==> src/hw/capture_pkg.sv <==
`default_nettype none

////////////////////////////////////////////////////////////////////////////
// shared widths and vector types of the capture path
////////////////////////////////////////////////////////////////////////////

package capture_pkg;

	// channel side
	localparam int NUM_CH         = 8;   // detector channels
	localparam int CH_W           = 3;   // bits of a channel number
	localparam int SAMPLE_W       = 16;  // one detector sample

	// dram side
	localparam int LINE_W         = 256;                // one avalon beat
	localparam int WORDS_PER_LINE = LINE_W / SAMPLE_W;  // 16 samples per line
	localparam int ADDR_W         = 25;                 // line address, not byte
	localparam int BURST_W        = 5;                  // avalon burstcount

	typedef logic [SAMPLE_W-1:0] sample_t;
	typedef logic [LINE_W-1:0]   line_t;
	typedef logic [CH_W-1:0]     chan_t;
	typedef logic [NUM_CH-1:0]   chan_mask_t;   // bit n belongs to channel n
	typedef logic [ADDR_W-1:0]   dram_addr_t;   // {channel, line counter}
	typedef logic [BURST_W-1:0]  burst_cnt_t;

endpackage

`default_nettype wire

==> src/hw/lane_packer.sv <==
`timescale 1ns/1ps
`default_nettype none

module lane_packer import capture_pkg::*; #(
	parameter int BURST_BEATS = 2       // lines per dram burst
) (
	input  logic    avalon_clk,
	input  logic    rst_n,
	// sample stream from the front end
	input  logic    in_valid,
	input  sample_t in_data,
	output logic    in_ready,
	// burst buffer towards the arbiter
	output logic    line_ready,
	output line_t   line_data,
	input  logic    rd_req              // one pulse per line read out
);

	localparam int PTR_W  = (BURST_BEATS > 1) ? $clog2(BURST_BEATS) : 1;
	localparam int WORD_W = $clog2(WORDS_PER_LINE);

	logic [WORD_W-1:0] word_cnt;        // next sample slot in line_reg
	logic [PTR_W-1:0]  wr_ptr;          // next line slot to fill
	logic [PTR_W-1:0]  rd_ptr;          // line shown on line_data
	logic              full;            // whole burst held
	logic              take;            // sample accepted this cycle
	logic              last_word;
	line_t             line_reg;        // line being assembled
	line_t             line_next;
	line_t             line_mem [BURST_BEATS];

	assign take       = in_valid && in_ready;
	assign last_word  = (word_cnt == WORD_W'(WORDS_PER_LINE - 1));
	assign in_ready   = !full;          // single buffer, stall while it drains
	assign line_ready = full;
	assign line_data  = line_mem[rd_ptr];   // combinational read port

	// current sample dropped into its slot, lowest word first
	always_comb begin
		line_next = line_reg;
		line_next[word_cnt*SAMPLE_W +: SAMPLE_W] = in_data;
	end

	////////////////////////////////////////////////////////////////////////////
	// fill / drain control
	////////////////////////////////////////////////////////////////////////////

	always_ff @(posedge avalon_clk) begin
		if (!rst_n) begin
			word_cnt <= '0;
			wr_ptr   <= '0;
			rd_ptr   <= '0;
			full     <= 1'b0;
		end else begin
			if (take) begin
				word_cnt <= last_word ? '0 : word_cnt + 1'b1;
				if (last_word) begin    // line complete, commit it
					if (wr_ptr == PTR_W'(BURST_BEATS - 1)) begin
						wr_ptr <= '0;
						full   <= 1'b1; // line_ready next cycle
					end else begin
						wr_ptr <= wr_ptr + 1'b1;
					end
				end
			end
			// take and rd_req never coincide, full selects one of them
			if (rd_req) begin
				if (rd_ptr == PTR_W'(BURST_BEATS - 1)) begin
					rd_ptr <= '0;
					full   <= 1'b0;     // buffer free, in_ready back
				end else begin
					rd_ptr <= rd_ptr + 1'b1;
				end
			end
		end
	end

	// line storage
	always_ff @(posedge avalon_clk) begin
		if (take) begin
			line_reg <= line_next;
		end
		if (take && last_word) begin
			line_mem[wr_ptr] <= line_next;
		end
	end

	// arbiter must only read a buffer that it was told is full
	a_rd_only_when_ready: assert property (
		@(posedge avalon_clk) disable iff (!rst_n)
		rd_req |-> line_ready
	) else $error("lane_packer: rd_req without line_ready");

endmodule

`default_nettype wire

==> config.mk <==
export PLATFORM = sky130hd
export DESIGN_NAME = lane_packer
export DESIGN_NICKNAME = d
export VERILOG_FILES = /design/src/hw/capture_pkg.sv /design/src/hw/lane_packer.sv
export SDC_FILE = /design/constraint.sdc
export NUM_CORES = 1
export LEC_CHECK = 0
export BUFFER_PORTS_ARGS = -buffer_cell sky130_fd_sc_hd__buf_2
export CORE_ASPECT_RATIO = 1.1
export CORE_UTILIZATION = 59
export DETAILED_ROUTE_END_ITERATION = 7
export PLACE_DENSITY_LB_ADDON = 0.12
export SLEW_MARGIN = 20
export SYNTH_ARGS = -nofsm -noshare
export SYNTH_HDL_FRONTEND = slang
export SYNTH_SLANG_ARGS = --single-unit
==> constraint.sdc <==
create_clock -name avalon_clk -period 32.1 [get_ports avalon_clk]
set_clock_uncertainty 0.15 [all_clocks]
set_input_delay 4.815 -clock avalon_clk [delete_from_list [all_inputs] [get_ports avalon_clk]]
set_output_delay 4.815 -clock avalon_clk [all_outputs]
set_load 0.02 [all_outputs]
==> summary.txt <==
Synth
  • Cell area after technology mapping: 29950 um2
  • Total nets after synthesis: 1582
  • Register area share after synthesis: between 70% and 80%
  • Post-synthesis instance total: approximately 1.6k
  • Most used flip-flop cell after synthesis: sky130_fd_sc_hd__edfxtp_1
  • Async SR Flop Fraction: 0%
  • Mean post-synth cell area: 19.21 um2
  • Yosys warns: 0
  • Register bit total from synthesis: about 780
  • Number of flops mapped to enable cells by yosys: roughly 770
  • Number of library cell types mapped by synthesis: between 40 and 50

Routing
  • WL final: 62960 um
  • Total iterations of the first detailed-routing run: 5
  • Count of vias placed by the detailed router: between 10k and 15k
  • Count of unresolved DRC violations after routing: 0
  • Routed len/inst: ~25 um
  • Via-to-Cell Ratio: approximately 5.7
  • Initial detailed-routing violation count: 1183
  • Number of nets with antenna violations after routing: 0

Floorplan
  • Initial core utilization: around three fifths
  • Die footprint: a little over 50000 um2
  • Die Y: between 200 and 250 um
  • Core region area: approximately 50000 um2
  • Horiz. Die Dim: ~220 um
  • Top-level port count: ~280
  • Rows: 86

Clock tree
  • Post-cts hold buffer count: 0
  • Clock-pin slew of the registers on the worst-case setup and hold paths: ~0.060 ns
  • Maximum number of buffers from clock root to sink: 3
  • Clk Latency, worst-skew pair: approximately 0.60 ns
  • Count of H-tree levels built during CTS: 3
  • Post CTS Setup Buffer Count: 0
  • Clock root buffer: sky130_fd_sc_hd__clkbuf_16
  • Num Clock Sinks: a little under 800
  • Number of CTS-inserted buffers: 74
  • Resize count post-CTS: 0
  • Clock tree from TritonCTS: built

Cells and area
  • Max reg flops: slightly above 500
  • Final design area excluding fillers: ~34000 um2
  • Final layout net count: around 1.9k
  • Share of layout cells above drive strength 1: 45.01%
  • Fillcell total: between 3k and 4k
  • Antenna diode count: 0
  • Layout-stage area growth over the synthesis result: 14.77%

Status
  • Outcome: complete, no violations

Worst setup path
  • Startpoint type of the worst setup path: flip-flop
  • Endpoint type of the worst setup path: output pin
  • Maximum single-stage delay on the critical path: between 0.9 and 1 ns
  • Launch instance of the worst register-to-register path: word_cnt[0]
  • CP required: 27.13 ns
  • Critical path data arrival time: roughly 3.8 ns
  • Most used cell, CP: sky130_fd_sc_hd__buf_4
  • Largest delay share family, worst path: buffers and inverters
  • Type of the worst setup path: flip-flop to output pin
  • Maximum fanout count along the critical path: 74
  • Library cell contributing the largest single delay on the critical path: sky130_fd_sc_hd__buf_4
  • Ordered list of cells on the worst path: buf_4 > buf_4 > mux2_2 > buf_2
  • Count of buffering cells on the critical path with inverters included: 3

Global route
  • Global-route wire length before repair: 91390 um
  • Number of global-route vias before repair: 14.66k
  • Grt ovf: 0
  • Number of antenna violations at the first check in global routing: 6
  • Pin count of the biggest net entering global routing: 76
  • GRT Resource Usage Total: 24.44%

Timing
  • Share of the clock period used by the worst path after layout: 27.21%
  • Final hold vios: 0
  • Slew headroom: 27.00%
  • Worst Hold Slack: just under 0.4 ns
  • RSZ-0062 raised after global routing: no
  • Final-report max-slew violation count: 0
  • Max Clk Rate: between 0.1 and 0.15 GHz
  • Final setup violation count: 0
  • Final-layout setup total negative slack: 0 ns
  • Measured slew at the worst slew-check pin: 1.095 ns
  • Final period demand of the worst path: just under 9 ns

Placement
  • Count of input and output buffers: about 280
  • Placed instance area: about 32000 um2
  • Gpl congestion: around 0.77
  • Half-perimeter wire length of the detailed placement result: between 30000 and 40000 um

Pwr
  • PwrDens: ~62 nW/um2
  • Max VDD drop: just under 0.05 mV
  • Leakage component of the power: 11.94 nW

Min path
  • Worst hold-check path type: flip-flop to flip-flop
  • Hold wc startpoint: rd_ptr

Flow run
  • Max-cap violations: 0
## worst min-delay path, cell delays in order, from the launching register on
cell and delay, ns:
sky130_fd_sc_hd__dfxtp_1 0.31, sky130_fd_sc_hd__nand2_1 0.06, sky130_fd_sc_hd__o211a_1 0.14
## layer usage
layer  GRT usage (%)  share of wire [%]  vias up  wire [um]
li1                -                  -     6621          -
met1           32.33                 40     7504      25360
met2           39.84                 50      439      31440
met3           5.723                7.0       87       4399
met4           8.920                2.8        4       1740
met5               0              0.037        -         23
## cell usage after synthesis, types with 2 or more instances
cell | number | area, um2
sky130_fd_sc_hd__a21oi_1 | 2 | 10.01
sky130_fd_sc_hd__dfxtp_1 | 8 | 160.2
sky130_fd_sc_hd__nor4bb_1 | 2 | 20.02
sky130_fd_sc_hd__clkbuf_1 | 64 | 240.2
sky130_fd_sc_hd__nor3_1 | 2 | 10.01
sky130_fd_sc_hd__nor2_1 | 9 | 33.78
sky130_fd_sc_hd__buf_2 | 10 | 50.05
sky130_fd_sc_hd__edfxtp_1 | 768 | 23060
sky130_fd_sc_hd__nor2b_1 | 3 | 18.77
sky130_fd_sc_hd__buf_6 | 6 | 67.56
sky130_fd_sc_hd__nor4b_1 | 2 | 17.52
sky130_fd_sc_hd__ha_1 | 3 | 37.54
sky130_fd_sc_hd__nand4_1 | 2 | 12.51
sky130_fd_sc_hd__xor2_1 | 2 | 17.52
sky130_fd_sc_hd__o21ai_0 | 71 | 355.3
sky130_fd_sc_hd__nor3_2 | 2 | 20.02
sky130_fd_sc_hd__and2_1 | 20 | 125.1
sky130_fd_sc_hd__or4_1 | 2 | 15.01
sky130_fd_sc_hd__nand2_1 | 109 | 409.1
sky130_fd_sc_hd__inv_1 | 6 | 22.52
sky130_fd_sc_hd__mux2_2 | 433 | 4876
sky130_fd_sc_hd__clkbuf_2 | 2 | 10.01
sky130_fd_sc_hd__xnor2_1 | 2 | 17.52
sky130_fd_sc_hd__mux2_4 | 12 | 180.2
## power by group
part	switching, mW	leakage, nW	internal, mW
Clock	0.348	1.14	0.485
Combinational	0.0920	3.62	0.0534
Sequential	0.00877	7.18	1.14
## through the flow
| step | worst slack [ns] | power [mW] | cells | utilization (%) |
|---|---|---|---|---|
| floorplan | 7.076 | 1.274 | 1559 | - |
| global placement | 23.82 | 1.315 | 2433 | 63.81 |
| detailed placement | 23.77 | 1.319 | 2433 | 63.81 |
| CTS | 23.26 | 2.146 | 2560 | 68.44 |
| global route | 23.13 | 2.191 | 2562 | 68.56 |
| finish | 23.37 | 2.131 | 2562 | 68.56 |
## path summary, 6_finish.rpt
path / to / slack, ns / cells past startpoint
setup / recovery: line_data[45] / 23.37 / 4
hold / removal: line_ready / 0.39 / 2
setup reg to reg: line_mem[1][103] / 28.26 / 5
hold reg to reg: line_ready / 0.39 / 2
## area by class of cell
cell class	count	area, um2	area share [%]
Clock inverter	36	255.2	0.7425
Sequential cell	776	23230	67.56
Multi-Input combinational cell	693	6396	18.61
Clock buffer	91	2064	6.005
Inverter	6	22.52	0.06551
Tap cell	660	825.8	2.402
Timing Repair Buffer	300	1587	4.615
## cells by family after synthesis
family          after synthesis  share of synthesized area [%]
flops                       776                          77.53
mux                         445                          16.88
simple gates                162                          2.565
buf+inv                      90                          1.383
compound gates               79                          1.399
xor+xnor                      4                         0.1170
fa+ha+maj                     3                         0.1253
## placed cells by master, fill, tap and decap left out, types with 10 or more instances in the layout
| cell type | n |
|---|---|
| sky130_fd_sc_hd__edfxtp_1 | 768 |
| sky130_fd_sc_hd__clkbuf_16 | 81 |
| sky130_fd_sc_hd__mux2_2 | 433 |
| sky130_fd_sc_hd__buf_2 | 277 |
| sky130_fd_sc_hd__buf_4 | 21 |
| sky130_fd_sc_hd__mux2_4 | 12 |
| sky130_fd_sc_hd__clkbuf_1 | 10 |
| sky130_fd_sc_hd__o21ai_0 | 68 |
| sky130_fd_sc_hd__and2_1 | 20 |
| sky130_fd_sc_hd__nand2_1 | 109 |
| sky130_fd_sc_hd__clkinv_1 | 23 |
Note: power is estimated with default switching activity, not from simulation.
