<file path="config.mk">
export PLATFORM = sky130hd
export DESIGN_NAME = dram_write_ctrl
export DESIGN_NICKNAME = d
export VERILOG_FILES = /design/src/hw/capture_pkg.sv /design/src/hw/dram_write_ctrl.sv
export SDC_FILE = /design/constraint.sdc
export NUM_CORES = 1
export LEC_CHECK = 0
export BUFFER_PORTS_ARGS = -buffer_cell sky130_fd_sc_hd__clkbuf_2
export CAP_MARGIN = 20
export CORE_AREA = 3 3 212 214
export CTS_CLUSTER_DIAMETER = 60
export DETAILED_ROUTE_END_ITERATION = 10
export DIE_AREA = 0 0 215 217
export GPL_ROUTABILITY_DRIVEN = 0
export PLACE_DENSITY = 0.49
export SETUP_SLACK_MARGIN = 0.2
export SLEW_MARGIN = 25
export SYNTH_ARGS = -nofsm -noshare
export SYNTH_HDL_FRONTEND = slang
export SYNTH_SLANG_ARGS = --single-unit
</file>
<file path="constraint.sdc">
create_clock -name avalon_clk -period 3.8 [get_ports avalon_clk]
set_input_delay 0.38 -clock avalon_clk [delete_from_list [all_inputs] [get_ports avalon_clk]]
set_output_delay 0.38 -clock avalon_clk [all_outputs]
set_load 0.005 [all_outputs]
</file>
<file path="src/hw/capture_pkg.sv">
`default_nettype none

////////////////////////////////////////////////////////////////////////////
// shared widths and vector types of the capture path
////////////////////////////////////////////////////////////////////////////

package capture_pkg;

	// channel side
	localparam int NUM_CH         = 8;   // detector channels
	localparam int CH_W           = 3;   // bits of a channel number
	localparam int SAMPLE_W       = 16;  // one detector sample

	// dram side
	localparam int LINE_W         = 256;                // one avalon beat
	localparam int WORDS_PER_LINE = LINE_W / SAMPLE_W;  // 16 samples per line
	localparam int ADDR_W         = 25;                 // line address, not byte
	localparam int BURST_W        = 5;                  // avalon burstcount

	typedef logic [SAMPLE_W-1:0] sample_t;
	typedef logic [LINE_W-1:0]   line_t;
	typedef logic [CH_W-1:0]     chan_t;
	typedef logic [NUM_CH-1:0]   chan_mask_t;   // bit n belongs to channel n
	typedef logic [ADDR_W-1:0]   dram_addr_t;   // {channel, line counter}
	typedef logic [BURST_W-1:0]  burst_cnt_t;

endpackage

`default_nettype wire

</file>
<file path="src/hw/dram_write_ctrl.sv">
`timescale 1ns/1ps
`default_nettype none

module dram_write_ctrl import capture_pkg::*; #(
	parameter int BURST_BEATS = 2       // beats per avalon burst
) (
	input  logic       avalon_clk,
	input  logic       rst_n,
	// arbiter side
	input  logic       grant_valid,
	input  chan_t      grant_ch,
	input  line_t      sel_line,
	output logic       beat_take,       // beat accepted, advance the packer
	output logic       burst_done,      // last beat accepted
	// avalon write master
	input  logic       avl_waitrequest_n,
	output logic       avl_write,
	output dram_addr_t avl_address,
	output line_t      avl_writedata,
	output burst_cnt_t avl_burstcount,
	output logic       avl_beginbursttransfer
);

	localparam int BEAT_W = (BURST_BEATS > 1) ? $clog2(BURST_BEATS) : 1;
	localparam int OFFS_W = ADDR_W - CH_W;  // per-channel line offset

	typedef enum logic [1:0] {
		IDLE,
		LOAD,       // select register settles on the next line
		WRITE       // beat on the bus until waitrequest_n
	} wr_state_t;

	wr_state_t         state;
	logic [BEAT_W-1:0] beat_cnt;        // beat within the current burst
	logic              last_beat;
	logic [OFFS_W-1:0] line_cnt [NUM_CH];   // next line offset per channel

	assign last_beat  = (beat_cnt == BEAT_W'(BURST_BEATS - 1));
	assign beat_take  = (state == WRITE) && avl_waitrequest_n;
	assign burst_done = beat_take && last_beat;

	////////////////////////////////////////////////////////////////////////////
	// avalon outputs
	////////////////////////////////////////////////////////////////////////////

	assign avl_write              = (state == WRITE);
	assign avl_beginbursttransfer = (state == WRITE) && (beat_cnt == '0);   // first beat only
	assign avl_burstcount         = burst_cnt_t'(BURST_BEATS);
	// select register is stable through WRITE, the packer only moves on a take
	assign avl_writedata          = sel_line;

	// burst FSM and beat counter
	always_ff @(posedge avalon_clk) begin
		if (!rst_n) begin
			state    <= IDLE;
			beat_cnt <= '0;
		end else begin
			case (state)
				IDLE: begin
					if (grant_valid) begin
						state <= LOAD;
					end
				end
				LOAD: state <= WRITE;
				WRITE: begin
					if (avl_waitrequest_n) begin
						if (last_beat) begin
							state    <= IDLE;
							beat_cnt <= '0;
						end else begin
							state    <= LOAD;
							beat_cnt <= beat_cnt + 1'b1;
						end
					end
				end
				default: state <= IDLE;
			endcase
		end
	end

	// line counter table, advances one burst per finished grant and wraps
	always_ff @(posedge avalon_clk) begin
		if (!rst_n) begin
			for (int i = 0; i < NUM_CH; i++) begin
				line_cnt[i] <= '0;
			end
		end else if (burst_done) begin
			line_cnt[grant_ch] <= line_cnt[grant_ch] + OFFS_W'(BURST_BEATS);
		end
	end

	// burst address, latched once per grant and held for every beat
	always_ff @(posedge avalon_clk) begin
		if (state == IDLE && grant_valid) begin
			avl_address <= {grant_ch, line_cnt[grant_ch]};
		end
	end

	// slave holding a beat must see the same data and address
	a_beat_held: assert property (
		@(posedge avalon_clk) disable iff (!rst_n)
		avl_write && !avl_waitrequest_n |=> $stable(avl_writedata) && $stable(avl_address)
	) else $error("dram_write_ctrl: beat changed under waitrequest");

endmodule

`default_nettype wire

</file>
==> results of run 1 <==
cells by family after synthesis:
group,after synthesis
flops,204
mux,61
other cells,2
compound gates,35
xor+xnor,13
buf+inv,316
simple gates,260
fa+ha+maj,1
critical path: stages:
cell and delay [ns]:
buf_4 0.57, mux4_2 0.60, mux2i_1 0.57, inv_1 0.20, nand4_2 0.22, nor4_4 0.10
a31oi_2 0.42, nor3_1 0.10
path summary, 6_finish.rpt:
| check | startpoint | end | cells past startpoint |
|---|---|---|---|
| worst max-delay path | grant_ch[0] | line_cnt[0][17]$_SDFFCE_PN0P_ | 8 |
| worst min-delay path | grant_valid | state[0]$_SDFFE_PN0P_ | 3 |
| worst max register to register | line_cnt[5][6]$_SDFFCE_PN0P_ | line_cnt[0][17]$_SDFFCE_PN0P_ | 7 |
| worst min register to register | state[1]$_SDFFE_PN0P_ | state[0]$_SDFFE_PN0P_ | 2 |
Yosys cell counts (2+ instances only):
cell and count:
buf_4 267, edfxtp_1 201, nor2_1 135, mux4_2 35, nor3_1 28, nand2_1 22, clkbuf_1 20, nor3_2 17
inv_1 14, a21oi_1 13, mux2_2 13, mux2i_1 12, nor2b_1 12, buf_2 9, xnor2_1 9, nand3_1 8
and3_1 6, and4_1 5, and2_1 3, dfxtp_1 3, nand3b_1 3, a211oi_1 2, a221o_1 2, a22oi_1 2
buf_1 2, buf_6 2, conb_1 2, nand3_2 2, nand4_1 2, nor4_1 2, nor4_4 2, xnor2_2 2
xor2_1 2
report_power, final:
part           leakage [nW]  internal, W  switching (W)  total (W)
registers              2.09      0.00256      0.0000266    0.00259
logic                  1.35     0.000157       0.000293   0.000450
clock network         0.369      0.00131       0.000900    0.00220
sequential cells by signal, summed over array words and instances (netlist names):
register,count
beat_cnt,1
line_cnt,176
state,2
avl_address,25
routing by layer:
layer,wire length (um),GRT usage,vias up
met5,529,0.08333,-
met4,565,0.03128,16
met3,15830,0.2973,47
met2,21620,0.3049,629
met1,13720,0.1742,2965
li1,-,-,2481
cells in the final DEF (no fill, tap or decap), drive strengths merged, types with 6 or more instances in the layout:
| master | n |
|---|---|
| edfxtp | 201 |
| nor2 | 135 |
| clkbuf | 58 |
| nor3 | 45 |
| buf | 40 |
| mux4 | 35 |
| nand2 | 23 |
| inv | 15 |
| a21oi | 15 |
| mux2 | 13 |
| mux2i | 13 |
| clkinv | 13 |
| nor2b | 12 |
| xnor2 | 11 |
| nand3 | 10 |
| and3 | 6 |
area by class of cell:
class | instances | area (um^2)
fill | 4437 | 32070
sequential | 204 | 6096
multi-input combinational | 375 | 2860
tap | 585 | 732.0
clock buffer | 24 | 579.3
timing repair buffer | 74 | 520.5
clock inverter | 16 | 157.7
inverter | 15 | 56.30
stage by stage:
stage                 util  setup WS, ns  hold slack [ns]
floorplan                -        0.9365           0.4789
global placement    0.2383        0.2625           0.5589
detailed placement  0.2383        0.2546           0.5831
CTS                 0.2554        0.7811           0.1318
global route        0.2554        0.6213           0.1616
finish              0.2554        0.8214           0.1446
==> run metrics, run 1 <==
outcome=finished, final reports clean; total of max-cap violations=0; Leak Pwr=3.803 nW; vias in the first global route=6034; Avg Inst Size Synth=12.52 um^2; Clock Tree Root=clkbuf_16; initial core utilization=0.2593; multiplexer area fraction after synthesis=0.09565; layout cell share with drive strength beyond 1=0.2754; cts repair resizes=0; top cells by area, synth=edfxtp_1 (54%), buf_4 (18%), mux4_2 (7.1%), nor2_1 (4.5%), nor3_2 (1.5%); Total GRT Usage=0.2153; ys async rst share=0; Worst-Margin Slew=0.7738 ns; synthesized flop and latch total=204; num rows=76; Main synth FF type=edfxtp_1; routed len/inst=40.42 um; Yosys top cell by area=edfxtp_1; Max clock buf depth=3; first-pass GRT wire length=66.43 mm; die width=215 um; Hold Violations, Final=0; Detailed Route WL=52.26 mm; CTS tree=built; residual DRC count=0; synth unique cells=66; Setup CP Type=in -> reg; CP Capture Type=flop; vias per inst=4.747; I/O Buffers=35; minimum clock period=2.979 ns; Clock transition at path regs=0.06 ns; Post-Syn Instances=892; TritonRoute pass-1 iters=5; vias=6138; Post-CTS Hold Buffers=0; non-filler cells in the finished layout=1293; Post-Place Cell Area=10260 um^2; total core area=43080 um^2; Num CTS Buffers=22; period utilization=0.7838; CTS Sinks=204; Ys Warns=0; H-tree levels=1; Post-synth EDFFs=201; Starting DRT DRC Count=505; setup TNS=0 ns; Final nets=956; detailed placement HPWL=40.83 mm; placed cells=1253; antenna cells=0; top cell type's share of synthesized area=0.5403; Compound-Gate Fraction of Synth Area=0.02498; die span in y=217 um; clock skew=0.02004 ns; simple-gate portion of the synthesized area=0.1206; area of the mapped netlist=11170 um^2; crit path launch type=primary input; final setup fails=0; Worst Path Arrival=3.22 ns; Final Instance Area=11000 um^2; combinational family with the most area after synthesis=buffers and inverters; Peak VDD IR=0.0002450 V; PwrDens=476.7 nW/um^2; r2r setup slk=1.05 ns; area grow syn2layout=-1.512%; slew margin rel.=0.4841; DRT antenna net count=0; fmax=335.7 MHz; critical path peak fanout=42; largest net degree at the start of global routing=43; XOR/XNOR Fraction of Synth Area=0.01154; RSZ-0062 raised after global routing=false; Slew Viols, Final=0; Die Area=46660 um^2; Hold WC Path Type=in -> reg; setup bufs post-CTS=0; initial antenna violation count=0; clk_lat worst skew=0.52 ns; Crit path required time=4.04 ns; gr ovfl total=0; I/O Pins=553; Synth Area in Adders=0.001120; Pwr Total=0.005245 W; sequential fraction of the synthesis area=0.5457
No activity file was read; power rests on OpenSTA's default activity.
==> run 2, diff against run 1 <==
Settings changed: ABC_AREA from default to 1, CORE_AREA 3 3 212 214 to 3 3 215 217, DIE_AREA 0 0 215 217 to 0 0 218 220.
Clock period 3.8 ns to 2.8 ns, I/O delays scaled along.
==> run 2 against run 1 <==
Non-clock buffer count rose by 24. Register-to-register slack got worse by 0.48 ns. Die area rose by 2.8%. First-iteration DRC count rose by 20%. Clock skew fell by 0.0095 ns. Clock power rose by 52%. Final area rose by 7.9%. Critical endpoint is now line_cnt[2][17]$_SDFFCE_PN0P_. Wire length rose by 18%. Synthesized area rose by 5.4%. Total power rose by 45%.
==> run metrics, run 2 <==
outcome=finished, final reports clean; min-delay src=avl_waitrequest_n; Avg Inst Size Synth=8.942 um^2; CTS tree=built; vias in the first global route=7515; Comb power frac=0.098; largest net degree at the start of global routing=54; Worst Path Arrival=2.50 ns; antenna cells=0; CP max stage cell=xor2_4; top cell type's share of synthesized area=0.5125; Worst path most repeated cell=nand2_1; setup bufs post-CTS=0; RSZ-0062 raised after global routing=false; NetSw=0.001899 W; max FFs per register=176; synthesized flop and latch total=204; synth unique cells=35; Peak VDD IR=0.0003430 V; residual DRC count=0; area of the mapped netlist=11780 um^2; top cells by area, synth=edfxtp_1 (51%), buf_4 (17%), nand2_1 (13%), nor2_1 (5.7%), inv_1 (2.8%); I/O Buffers=35; Die Area=47960 um^2; most common cell after layout, fill and taps aside=nand2_1; Leak Pwr=4.954 nW; Hold Violations, Final=0; cts repair resizes=0; Post-synth EDFFs=201; CP Cell Sequence=nand2_1 -> nand2_1 -> nand2_1 -> nand2_1 -> nand2_1 -> nand2_1 -> ha_1 -> nand3_2 -> nor2_4 -> nand3_2 -> xor2_4 -> nor2_2; Slew Viols, Final=0; CP Launch Point=line_cnt[4][1]$_SDFFCE_PN0P_; ys async rst share=0; CTS Sinks=204; commonest non-fill, non-tap cells in the layout=nand2_1 (403), edfxtp_1 (201), nor2_1 (177); total of max-cap violations=0; Setup CP Type=reg -> reg; Yosys top cell by area=edfxtp_1; CP Capture Type=flop; Reg power frac=0.463; Final nets=1404; Fill cells=4776; final setup fails=0; num rows=77; count leader, synth=nand2_1; Clock Tree Root=clkbuf_16; Post-Syn Instances=1317; Clock transition at path regs=0.06 ns; I/O Pins=553; biggest regs=line_cnt (176), avl_address (25), state (2); clock skew=0.01056 ns; Int Power=0.005727 W; Hold WC Path Type=in -> reg; setup TNS=0 ns; Crit path required time=3.07 ns; routed len/inst=35.31 um; layout cell share with drive strength beyond 1=0.1898; first-pass GRT wire length=77.85 mm; delay-heaviest family, CP=simple AND/OR/NAND/NOR gates; Detailed Route WL=61.82 mm; Main synth FF type=edfxtp_1; critical path peak fanout=8; area grow syn2layout=0.8390%; Final Util=0.2680; gr ovfl total=0; period utilization=0.7946; detailed placement HPWL=49.89 mm; Largest Register=line_cnt; vias per inst=4.466; PwrDens=642.1 nW/um^2; RR Startpoint=line_cnt[4][1]$_SDFFCE_PN0P_; DRT antenna net count=0; clock network fraction of total power=0.439; Max clock buf depth=3; total core area=44320 um^2; CP Buf/Inv Count=0; minimum clock period=2.225 ns; WHS=0.04955 ns; sequential fraction of the synthesis area=0.5176; Num CTS Buffers=25; sw frac=0.2490; crit path launch type=flop; H-tree levels=1; clk_lat worst skew=0.53 ns; Ys Warns=0; Worst path max stage delay=0.38 ns; Post-CTS Hold Buffers=0; Starting DRT DRC Count=607; die width=218 um; initial core utilization=0.2657; fmax=449.4 MHz; die span in y=220 um; TritonRoute pass-1 iters=5; vias=7820; Total GRT Usage=0.2482; Synth top cells by count=nand2_1 (403), buf_4 (266), edfxtp_1 (201), nor2_1 (178), inv_1 (89); initial antenna violation count=0
==> run 2: cell types whose count changed after synthesis, moves of 16 or more <==
cell,previous run,this run
mux4_2,35,0
nor2_2,0,31
nor3_2,17,1
nand2_1,22,403
nand3_1,8,31
nor2_1,135,178
inv_1,14,89
nor3_1,28,0
==> run 2: final timing paths <==
| path | endpoint | slack, ns | cells past startpoint |
|---|---|---|---|
| setup / recovery | line_cnt[2][17]$_SDFFCE_PN0P_ | 0.57 | 12 |
| hold / removal | state[1]$_SDFFE_PN0P_ | 0.05 | 4 |
| setup reg to reg | line_cnt[2][17]$_SDFFCE_PN0P_ | 0.57 | 12 |
| hold reg to reg | state[0]$_SDFFE_PN0P_ | 0.48 | 1 |
==> run 2: worst register-to-register path: cells and delay by family (launching register included) <==
family / cells / cell delay, ns
XOR/XNOR: 1 / 0.38
adder cells (fa/ha/maj): 1 / 0.22
flip-flops: 1 / 0.33
AND/OR/NAND/NOR: 10 / 1.06
==> run 2: area by class of cell <==
cell class              instances  area (um^2)  area share
well taps                     592        740.7     0.06238
flip-flops and latches        204         6096      0.5133
multi-input cells             709         3126      0.2632
inverters                     102        382.9     0.03224
clock inverters                18        207.7     0.01749
repair buffers                 98        685.7     0.05774
clock buffers                  28        636.9     0.05363
==> run 2: power groups by stage <==
stage | logic (W) | registers [W] | clock network, W
after floorplan | 0.000716 | 0.00359 | 0
after global placement | 0.000757 | 0.00359 | 0
after detailed placement | 0.000757 | 0.00360 | 0
after CTS | 0.000762 | 0.00353 | 0.00342
after global routing | 0.000829 | 0.00354 | 0.00353
final | 0.000749 | 0.00353 | 0.00335
==> run 2: kinds of logic after synthesis <==
logic type / synth area share
XOR/XNOR: 0.01498
adder cells (fa/ha/maj): 0.001062
AND/OR/NAND/NOR: 0.2381
other: 0.0006377
AO/OA/AOI/OAI: 0.009031
buffers and inverters: 0.2186
flip-flops: 0.5176
==> run 2: per-stage QoR <==
step	instance area [um^2]	instances	total power [W]	setup slack (ns)
global route	11880	1751	0.007897	0.3607
floorplan	11790	1320	0.004303	0.3681
detailed placement	11030	1705	0.004353	0.07948
finish	11880	1751	0.007626	0.5750
global placement	11030	1705	0.004350	0.1169
CTS	11880	1751	0.007716	0.5596
==> run 2: routing by layer <==
layer	GRT usage	share of wire	routed length, um
met5	0.08542	0.0073	453
met4	0.03479	0.013	791
met3	0.3202	0.29	17650
met2	0.3720	0.43	26680
met1	0.1997	0.26	16250
==> run 3, diff against run 2 <==
Settings changed: CORE_AREA 3 3 215 217 to 3 3 214 216, DIE_AREA 0 0 218 220 to 0 0 217 219, PLACE_DENSITY 0.49 to 0.51.
Clock period 2.8 ns to 2 ns, I/O delays scaled along.
==> run 3 against run 2 <==
Setup slack worse by 0.52 ns. Register-to-register slack worse by 0.52 ns. Utilization up 4.1 points. Worst hold slack worse by 0.026 ns. Clock power up 35%. Maximum frequency up 15%. Clock skew up 0.0058 ns. Largest cell class unchanged. Largest power group unchanged.
==> run metrics, run 3 (same netlist as run 2, synthesis figures left out) <==
I/O Pins=553; Peak VDD IR=0.0004669 V; CP max stage cell=edfxtp_1; Setup CP Type=reg -> reg; clock skew=0.01631 ns; Worst Path Arrival=2.20 ns; Crit path required time=2.26 ns; met1 global-route usage=0.2206; largest net degree at the start of global routing=29; initial antenna violation count=0; DRT antenna net count=0; area grow syn2layout=15.69%; Clock Tree Root=clkbuf_16; PwrDens=796.2 nW/um^2; total of max-cap violations=0; total core area=44120 um^2; Slew Viols, Final=0; max FFs per register=176; gr ovfl total=0; H-tree levels=1; Leak Pwr=5.686 nW; Worst-Margin Slew=1.138 ns; CTS tree=built; I/O Buffers=35; final worst slack=0.05774 ns; Num CTS Buffers=26; die span in y=219 um; RSZ-0062 raised after global routing=true; minimum clock period=1.942 ns; die width=217 um; slew margin rel.=0.2415; vias per inst=4.618; GR peak layer=met2; M3 GR Usage=0.3037; CP Cell Sequence=inv_1 -> nand2_1 -> nand3_1 -> nand2_1 -> inv_2 -> nand2_4 -> ha_4 -> nand3_4 -> nor2_4 -> buf_12 -> nand2_8 -> xor2_4 -> buf_12 -> nor2_1; Final nets=1502; Pwr Total=0.01085 W; pre-CTS setup slack=-0.3844 ns; vias in the first global route=7906; routed len/inst=35.44 um; residual DRC count=0; commonest non-fill, non-tap cells in the layout=nand2_1 (365), edfxtp_1 (201), nor2_1 (151); layout cell share with drive strength beyond 1=0.3087; Worst path max stage delay=0.33 ns; Die Area=47520 um^2; setup TNS=0 ns; first-pass GRT wire length=80.60 mm; CP Capture Type=flop; Hold WC Path Type=in -> reg; fmax=514.9 MHz; biggest regs=line_cnt (176), avl_address (25), state (2); detailed placement HPWL=50.18 mm; outcome=finished, final reports clean; most common cell after layout, fill and taps aside=nand2_1; Detailed Route WL=65.53 mm; antenna cells=0; TritonRoute pass-1 iters=5; Hold Violations, Final=0; Clock transition at path regs=0.06 ns; initial core utilization=0.2669; Final Util=0.3088; Max clock buf depth=3; period utilization=0.9711; met2 global-route usage=0.3983; clk_lat worst skew=0.53 ns; Largest Register=line_cnt; Fill cells=4670; crit path launch type=flop; WHS=0.02338 ns; num rows=77; Total GRT Usage=0.2572; critical path peak fanout=8; CTS Sinks=204; final setup fails=0; Starting DRT DRC Count=627; vias=8538
## run 3: cell types whose count changed in the layout (fill, tap and decap cells not counted), sizes merged
cell / previous run / this run
clkinvlp: 1 / 3
dlygate4sd3: 0 / 4
clkbuf: 62 / 71
bufinv: 4 / 1
buf: 64 / 139
clkinv: 11 / 7
nand2: 419 / 434
## run 3: per-stage QoR
step,instances,cell area (um^2)
3_3_place_gp,1764,11870
6_report,1849,13620
4_1_cts,1826,13060
5_1_grt,1849,13620
2_1_floorplan,1320,12230
3_5_place_dp,1764,11870
## run 3: area by class of cell
| type | instances | area, um^2 | share of cell area |
|---|---|---|---|
| Tap cell | 592 | 740.7 | 0.05437 |
| Timing Repair Buffer | 180 | 1599 | 0.1174 |
| Clock buffer | 34 | 701.9 | 0.05152 |
| Multi-Input combinational cell | 724 | 3975 | 0.2918 |
| Sequential cell | 204 | 6098 | 0.4476 |
| Clock inverter | 13 | 115.1 | 0.008449 |
| Inverter | 102 | 394.1 | 0.02893 |
## run 3: what timing repair did
item	CTS	global route
endpoints found under the hold margin	3	0
pin swaps	34	14
setup buffers	6	9
gates cloned	5	14
hold buffers	4	0
setup endpoints to repair	347	289
resized for setup	47	64
## run 3: worst paths after layout
path / to / startpoint / cells past startpoint / slack, ns
setup / recovery: line_cnt[2][13]$_SDFFCE_PN0P_ / line_cnt[6][2]$_SDFFCE_PN0P_ / 14 / 0.06
hold / removal: state[0]$_SDFFE_PN0P_ / rst_n / 3 / 0.02
setup reg to reg: line_cnt[2][13]$_SDFFCE_PN0P_ / line_cnt[6][2]$_SDFFCE_PN0P_ / 14 / 0.06
hold reg to reg: state[0]$_SDFFE_PN0P_ / state[0]$_SDFFE_PN0P_ / 1 / 0.48
## run 3: power by group
group          leakage [nW]  internal [W]  switching, W  total [W]
logic                  3.21      0.000506      0.000873    0.00138
clock network         0.391       0.00262       0.00190    0.00452
registers              2.09       0.00489     0.0000618    0.00495
total                  5.69       0.00802       0.00283     0.0108
## run 3: critical path: cells and delay by family (launching register included)
family | cells | cell delay (ns)
xor gates and xnor gates | 1 | 0.17
adders and majority gates | 1 | 0.16
buffers and inverters | 4 | 0.40
and+or+nand+nor | 8 | 0.61
DFF | 1 | 0.33
## run 3: per-layer routing
metal,routed length [um],share of wire
met5,405,0.0062
met4,805,0.012
met3,16910,0.26
met2,28980,0.44
met1,18430,0.28
